`src/logic/sim_bus_config.svh`:
```
// ---------------------------------------------------------
// Bus widths, RAM size and device address map macros
// ---------------------------------------------------------
`ifndef SIM_BUS_CONFIG_SVH
`define SIM_BUS_CONFIG_SVH

// Data and address width
`define SB_DATA_W 32

// RAM size in bytes
`define SB_RAM_BYTES 4096

// 4 KB RAM region at the bottom of the map
`define SB_RAM_BASE 32'h0000_0000
`define SB_RAM_MASK 32'hFFFF_F000

// 1 KB test utility region
`define SB_UTIL_BASE 32'h0002_0000
`define SB_UTIL_MASK 32'hFFFF_FC00

// Test utility register offsets
`define SB_UTIL_SIG_OFS 32'h0000_0000
`define SB_UTIL_HALT_OFS 32'h0000_0004

`endif

```
`src/logic/sim_bus_pkg.sv`:
```
// ---------------------------------------------------------
// Host and device enums, array sizes and bus word types
// ---------------------------------------------------------
`default_nettype none

`include "sim_bus_config.svh"

package sim_bus_pkg;

  // Data host takes priority in the crossbar
  typedef enum logic {
    HostInstr = 1'b0,
    HostData  = 1'b1
  } bus_host_e;

  typedef enum logic {
    DevRam  = 1'b0,
    DevUtil = 1'b1
  } bus_device_e;

  localparam int NR_HOSTS   = 2;
  localparam int NR_DEVICES = 2;

  typedef logic [`SB_DATA_W-1:0]   word_t;
  typedef logic [`SB_DATA_W/8-1:0] be_t;

endpackage

`default_nettype wire

```
`src/logic/bus_addr_decode.sv`:
```
// ---------------------------------------------------------
// Address decoder, one host address to a device select
// ---------------------------------------------------------
`timescale 1ns/100ps
`default_nettype none

`include "sim_bus_config.svh"

module bus_addr_decode (
  input  sim_bus_pkg::word_t       addr_i,
  output sim_bus_pkg::bus_device_e dev_sel_o,
  output logic                     miss_o
);

  logic hit_ram;
  logic hit_util;

  // Region match on the masked address
  assign hit_ram  = (addr_i & `SB_RAM_MASK) == `SB_RAM_BASE;
  assign hit_util = (addr_i & `SB_UTIL_MASK) == `SB_UTIL_BASE;

  always_comb begin
    dev_sel_o = sim_bus_pkg::DevRam;
    miss_o    = 1'b1;
    if (hit_ram) begin
      dev_sel_o = sim_bus_pkg::DevRam;
      miss_o    = 1'b0;
    end else if (hit_util) begin
      dev_sel_o = sim_bus_pkg::DevUtil;
      miss_o    = 1'b0;
    end
  end

endmodule

`default_nettype wire

```
`src/logic/bus_xbar.sv`:
```
// ---------------------------------------------------------
// Two-host crossbar, fixed priority and response routing
// ---------------------------------------------------------
`timescale 1ns/100ps
`default_nettype none

module bus_xbar (
  input  logic                     clk_i,
  input  logic                     reset_i,

  input  logic                     host_req_i    [sim_bus_pkg::NR_HOSTS],
  input  sim_bus_pkg::word_t       host_addr_i   [sim_bus_pkg::NR_HOSTS],
  input  logic                     host_we_i     [sim_bus_pkg::NR_HOSTS],
  input  sim_bus_pkg::be_t         host_be_i     [sim_bus_pkg::NR_HOSTS],
  input  sim_bus_pkg::word_t       host_wdata_i  [sim_bus_pkg::NR_HOSTS],
  output logic                     host_gnt_o    [sim_bus_pkg::NR_HOSTS],
  output logic                     host_rvalid_o [sim_bus_pkg::NR_HOSTS],
  output sim_bus_pkg::word_t       host_rdata_o  [sim_bus_pkg::NR_HOSTS],
  output logic                     host_err_o    [sim_bus_pkg::NR_HOSTS],

  output logic                     dev_req_o     [sim_bus_pkg::NR_DEVICES],
  output sim_bus_pkg::word_t       dev_addr_o    [sim_bus_pkg::NR_DEVICES],
  output logic                     dev_we_o      [sim_bus_pkg::NR_DEVICES],
  output sim_bus_pkg::be_t         dev_be_o      [sim_bus_pkg::NR_DEVICES],
  output sim_bus_pkg::word_t       dev_wdata_o   [sim_bus_pkg::NR_DEVICES],
  input  logic                     dev_rvalid_i  [sim_bus_pkg::NR_DEVICES],
  input  sim_bus_pkg::word_t       dev_rdata_i   [sim_bus_pkg::NR_DEVICES],
  input  logic                     dev_err_i     [sim_bus_pkg::NR_DEVICES]
);

  sim_bus_pkg::bus_device_e host_dev  [sim_bus_pkg::NR_HOSTS];
  logic                     host_miss [sim_bus_pkg::NR_HOSTS];

  sim_bus_pkg::bus_host_e   win_host;
  logic                     win_req;

  // Response bookkeeping for the request granted last cycle
  logic                     rsp_pend_q;
  sim_bus_pkg::bus_host_e   rsp_host_q;
  sim_bus_pkg::bus_device_e rsp_dev_q;
  logic                     rsp_miss_q;

  logic                     rsp_valid;
  sim_bus_pkg::word_t       rsp_data;
  logic                     rsp_err;

  for (genvar h = 0; h < sim_bus_pkg::NR_HOSTS; h++) begin : g_decode
    bus_addr_decode i_decode (
      .addr_i    (host_addr_i[h]),
      .dev_sel_o (host_dev[h]),
      .miss_o    (host_miss[h])
    );
  end

  // Data host first, instruction host otherwise
  always_comb begin
    if (host_req_i[sim_bus_pkg::HostData]) begin
      win_host = sim_bus_pkg::HostData;
    end else begin
      win_host = sim_bus_pkg::HostInstr;
    end
  end

  assign win_req = host_req_i[win_host];

  for (genvar h = 0; h < sim_bus_pkg::NR_HOSTS; h++) begin : g_host
    assign host_gnt_o[h] = win_req && (win_host == sim_bus_pkg::bus_host_e'(h));
  end

  // Winner fields go to every device, only the selected one sees req
  for (genvar d = 0; d < sim_bus_pkg::NR_DEVICES; d++) begin : g_dev
    assign dev_req_o[d]   = win_req && !host_miss[win_host] &&
                            (host_dev[win_host] == sim_bus_pkg::bus_device_e'(d));
    assign dev_addr_o[d]  = host_addr_i[win_host];
    assign dev_we_o[d]    = host_we_i[win_host];
    assign dev_be_o[d]    = host_be_i[win_host];
    assign dev_wdata_o[d] = host_wdata_i[win_host];
  end

  always_ff @(posedge clk_i) begin
    if (reset_i) begin
      rsp_pend_q <= 1'b0;
      rsp_host_q <= sim_bus_pkg::HostInstr;
      rsp_dev_q  <= sim_bus_pkg::DevRam;
      rsp_miss_q <= 1'b0;
    end else begin
      rsp_pend_q <= win_req;
      if (win_req) begin
        rsp_host_q <= win_host;
        rsp_dev_q  <= host_dev[win_host];
        rsp_miss_q <= host_miss[win_host];
      end
    end
  end

  // A miss gets a locally made error response
  assign rsp_valid = rsp_pend_q && (rsp_miss_q || dev_rvalid_i[rsp_dev_q]);
  assign rsp_data  = rsp_miss_q ? '0 : dev_rdata_i[rsp_dev_q];
  assign rsp_err   = rsp_miss_q || dev_err_i[rsp_dev_q];

  for (genvar h = 0; h < sim_bus_pkg::NR_HOSTS; h++) begin : g_rsp
    assign host_rvalid_o[h] = rsp_valid && (rsp_host_q == sim_bus_pkg::bus_host_e'(h));
    assign host_rdata_o[h]  = (rsp_host_q == sim_bus_pkg::bus_host_e'(h)) ? rsp_data : '0;
    assign host_err_o[h]    = host_rvalid_o[h] && rsp_err;
  end

endmodule

`default_nettype wire

```
`config.mk`:
```
export PLATFORM = sky130hd
export DESIGN_NAME = bus_xbar
export DESIGN_NICKNAME = d
export VERILOG_FILES = /design/src/logic/sim_bus_pkg.sv /design/src/logic/bus_addr_decode.sv /design/src/logic/bus_xbar.sv
export VERILOG_INCLUDE_DIRS = /design/src /design/src/logic
export SDC_FILE = /design/constraint.sdc
export NUM_CORES = 1
export LEC_CHECK = 0
export BUFFER_PORTS_ARGS = -buffer_cell sky130_fd_sc_hd__buf_2
export CORE_AREA = 2 2 166 168
export CTS_CLUSTER_SIZE = 24
export DETAILED_ROUTE_END_ITERATION = 8
export DIE_AREA = 0 0 168 170
export PLACE_DENSITY_LB_ADDON = 0.05
export SLEW_MARGIN = 5
export SYNTH_ARGS = -nofsm -noshare
export SYNTH_HDL_FRONTEND = slang
export SYNTH_SLANG_ARGS = --single-unit
```
`constraint.sdc`:
```
create_clock -name clk_i -period 2 [get_ports clk_i]
set_input_delay 0.4 -clock clk_i [delete_from_list [all_inputs] [get_ports clk_i]]
set_output_delay 0.4 -clock clk_i [all_outputs]
set_load 0.02 [all_outputs]
```
==> impl_summary.txt <==
----------------------------------------------------
[Outcome]
  Result of the run ... complete, but fails checks
  Failing checks ... setup timing

[Global routing]
  Global-route wire length before repair ... just under 20,000 um
  GRT Overall Usage ... 0.0894
  Largest net degree at the start of global routing ... 38
  Vias in the first global route ... 3,508
  Total gr overflow ... 0
  Initial antenna violation count ... 0

[Detailed routing]
  Final routed wire length divided by cell count ... 14.3 um
  Drt total wl ... 14,500 um
  Residual DRC ... 0
  Routed vias ... about 3,600
  Iteration count of the initial detailed-routing pass ... 3
  Residual antenna-violating net count after detailed routing ... 0
  Routed vias/inst ... 3.49
  Initial detailed-routing violation count ... 62

[Critical path]
  Maximum fanout along the worst path ... 3
  Worst Reg-to-Reg Cells ... 3
  Startpoint type of the worst setup path ... input port
  Reg-to-reg slack, setup ... 1190 ps
  Required time reported for the critical path endpoint ... 1600 ps
  Cell-by-cell listing of the critical path ... buf_2, nor4_4, buf_4, nand3_2, nor3_2, o21ba_4, buf_6
  Critical Path Sink Type ... primary output
  Signal arrival time at the worst endpoint ... 1610 ps
  Classification of the worst setup path ... input port to primary output
  Slowest CP cell ... sky130_fd_sc_hd__nor4_4
  Maximum cell stage delay along the critical path ... between 300 and 400 ps
  Worst flop-to-flop path endpoint ... rsp_dev_q
  Startpoint of the most critical register-to-register path ... rsp_dev_q

[STA]
  Number of hold violations in the final report ... 0
  Minimum setup slack in the final design ... -10.6 ps
  Final period util ... 1.01
  Worst setup skew after layout ... 0 ps
  Max-slew headroom at the worst pin ... 0.748
  Worst Max-Slew Pin Slew ... 378 ps
  Upper clock frequency limit ... just under 0.5 GHz
  Number of setup violations in the final report ... 1
  Hold slack final ... 396 ps
  Final critical path time including I/O delays and setup ... 2010 ps
  Number of pins exceeding their max-slew limit in the final report ... 0
  RSZ-0062 raised after global routing ... yes

[Worst hold path]
  Cell depth of the worst hold path ... 2
  Hold/Removal Path Class ... input port to flop
  Worst Hold End ... rsp_pend_q
  Hold path startpoint ... reset_i

[Placed design]
  Number of placed instances, taps included ... 1,004
  Hpwl dp ... 12,800 um
  Post-placement worst setup slack ... -337 ps
  Global placer's final weighted congestion ... between 0.8 and 0.9
  Input/output buffers ... 419

[Logic synthesis]
  Post-synthesis mux area share ... 0.481
  Synthesized Nets ... 517
  Area fraction in compound gates after synthesis ... 0.0212
  YS warnings ... 0
  Largest area contributor in the netlist ... sky130_fd_sc_hd__mux2_2
  Simple logic cell fraction of the synthesized area ... 0.196
  Portion of the post-synthesis area used by sequential elements ... 0.0347
  Xor/xnor cell area share of the yosys netlist ... 0
  Post-synth top area share ... 0.342
  Number of storage elements in the synthesis netlist ... 4
  Largest cells by area after synthesis ... sky130_fd_sc_hd__mux2_2 34%, sky130_fd_sc_hd__buf_4 22%, sky130_fd_sc_hd__mux2i_1 14%
  Mapped Area ... 2310 um2
  Post-synthesis adder-cell area fraction ... 0
  Dominant combinational cell family by area after synthesis ... multiplexers
  Avg Synthesized Cell Area ... 7.51 um2
  Post-synthesis instance total ... approximately 300
  Number of library cell types mapped by synthesis ... 25

[Cells and area]
  Post-layout instance count excluding filler cells ... 1,018
  Diodes inserted ... 0
  Final core occ ... 0.181
  Layout cells sized above 1 ... 0.809
  Total Nets Final ... 889
  Area growth, synth to finish ... 110%
  Most common cell after layout, fill and taps aside ... sky130_fd_sc_hd__buf_2
  Top library cells by usage in the layout, fill and taps aside ... 412 x sky130_fd_sc_hd__buf_2, 71 x sky130_fd_sc_hd__nor2_1, 70 x sky130_fd_sc_hd__mux2_2, 32 x sky130_fd_sc_hd__mux2i_1, 26 x sky130_fd_sc_hd__buf_4

[Floorplan]
  Initial core utilization ... 0.0865
  Number of top-level design ports ... 420
  Die outline width ... ~170 um
  Area of the die ... between 20,000 and 30,000 um2
  Die Ht ... about 170 um
  Total number of placement rows ... 60
  Area of the placeable core ... 26,700 um2

[CTS]
  Number of sinks handled by clock tree synthesis ... 4
  CTS buffer count ... 3
  Largest buffer count on any clock path ... 2
  Clk root buf ... sky130_fd_sc_hd__clkbuf_16
  Maximum level of the CTS H-tree ... 1
  Worst-Skew Late Latency ... around 220 ps
  Clock tree from TritonCTS ... done
  Clock-pin slew on the worst setup and hold paths ... about 30 ps

[Power]
  Worst VDD drop ... roughly 0.00025 V
  PD cells ... 353 nW/um2
  Leakage component of the power ... 0.00260 uW
  Total design power ... 1710 uW

[Job]
  Max cap viols ... 0

----------------------------------------------------
==> worst max-delay path by stage <==
| stage | startpoint | endpoint | slack (ps) | cells after the start |
|---|---|---|---|---|
| 6_report | host_addr_i[15] | dev_req_o[1] | -10 | 7 |
| 5_1_grt | host_addr_i[47] | dev_req_o[1] | -80 | 7 |
| 4_1_cts | host_addr_i[15] | dev_req_o[1] | 10 | 7 |
| 3_5_place_dp | host_addr_i[15] | dev_req_o[0] | -340 | 7 |
| 3_3_place_gp | host_addr_i[15] | dev_req_o[0] | -280 | 7 |
| 2_1_floorplan | host_req_i[1] | dev_req_o[1] | 230 | 4 |
==> cell families (layout without fill, tap and decap cells) <==
| group | Yosys count | after routing |
|---|---|---|
| and+or+nand+nor | 103 | 103 |
| muxes | 102 | 102 |
| buffers and inverters | 91 | 461 |
| AOI/OAI and AO/OA | 7 | 7 |
| DFF | 4 | 4 |
==> report_power, final <==
group / leakage, uW / switching (uW) / total (uW) / internal (uW)
clock: 0.0000370 / 50.9 / 306 / 255
combinational: 0.00253 / 773 / 1310 / 539
sequential: 0.0000338 / 4.54 / 90.1 / 85.5
==> cell type report <==
cell class | count | area [um2]
Multi-Input combinational cell | 212 | 1760
Sequential cell | 4 | 81.3
Timing Repair Buffer | 456 | 2490
Inverter | 2 | 7.51
Fill cell | 3056 | 21800
Clock buffer | 3 | 75.1
Tap cell | 341 | 427
==> sequential cells by signal, summed over array words and instances, names as in the netlist <==
name,flops
rsp_dev_q,1
rsp_host_q,1
rsp_miss_q,1
rsp_pend_q,1
==> per-layer routing <==
layer | GRT usage | vias up | wire length (um)
li1 | - | 1722 | -
met1 | 0.0849 | 1584 | 4960
met2 | 0.196 | 247 | 8190
met3 | 0.0186 | 4 | 1270
met4 | 0.0117 | 0 | 86
met5 | 0 | - | 0
==> stage by stage <==
stage / cell area [um2] / setup TNS [ps]
floorplan: 2310 / 0
global placement: 4460 / -534
detailed placement: 4460 / -583
CTS: 4740 / 0
global route: 4840 / -157
finish: 4840 / -10.6
==> synthesized netlist by cell type <==
cell type and instances:
sky130_fd_sc_hd__o31a_1 1, sky130_fd_sc_hd__nand2b_1 1, sky130_fd_sc_hd__mux2i_1 32, sky130_fd_sc_hd__dfxtp_1 4, sky130_fd_sc_hd__nor2_1 71, sky130_fd_sc_hd__o21ba_1 1
sky130_fd_sc_hd__buf_2 12, sky130_fd_sc_hd__o21ai_0 2, sky130_fd_sc_hd__buf_4 69, sky130_fd_sc_hd__nor4_1 9, sky130_fd_sc_hd__or4b_1 1, sky130_fd_sc_hd__nand3_1 2
sky130_fd_sc_hd__nor4b_1 1, sky130_fd_sc_hd__clkbuf_1 7, sky130_fd_sc_hd__a211oi_1 1, sky130_fd_sc_hd__a21oi_1 1, sky130_fd_sc_hd__buf_1 1, sky130_fd_sc_hd__inv_1 2
sky130_fd_sc_hd__or2_2 1, sky130_fd_sc_hd__nand2_1 4, sky130_fd_sc_hd__a21o_1 1, sky130_fd_sc_hd__nor3_1 9, sky130_fd_sc_hd__nor2b_1 3, sky130_fd_sc_hd__mux2_2 70
sky130_fd_sc_hd__nor3_2 1
==> worst max-delay path: cells and delay by family <==
kind / cells / cell delay (ps)
buf+inv: 3 / 390
simple gates: 3 / 640
compound gates: 1 / 170
==> repair_timing <==
action	CTS	global route
hold buffers	0	0
pin swaps	6	8
setup buffers	9	3
resized for setup	27	19
endpoints found under the setup margin	3	5
gates cloned	0	0
Note: power is estimated with default switching activity, not from simulation.
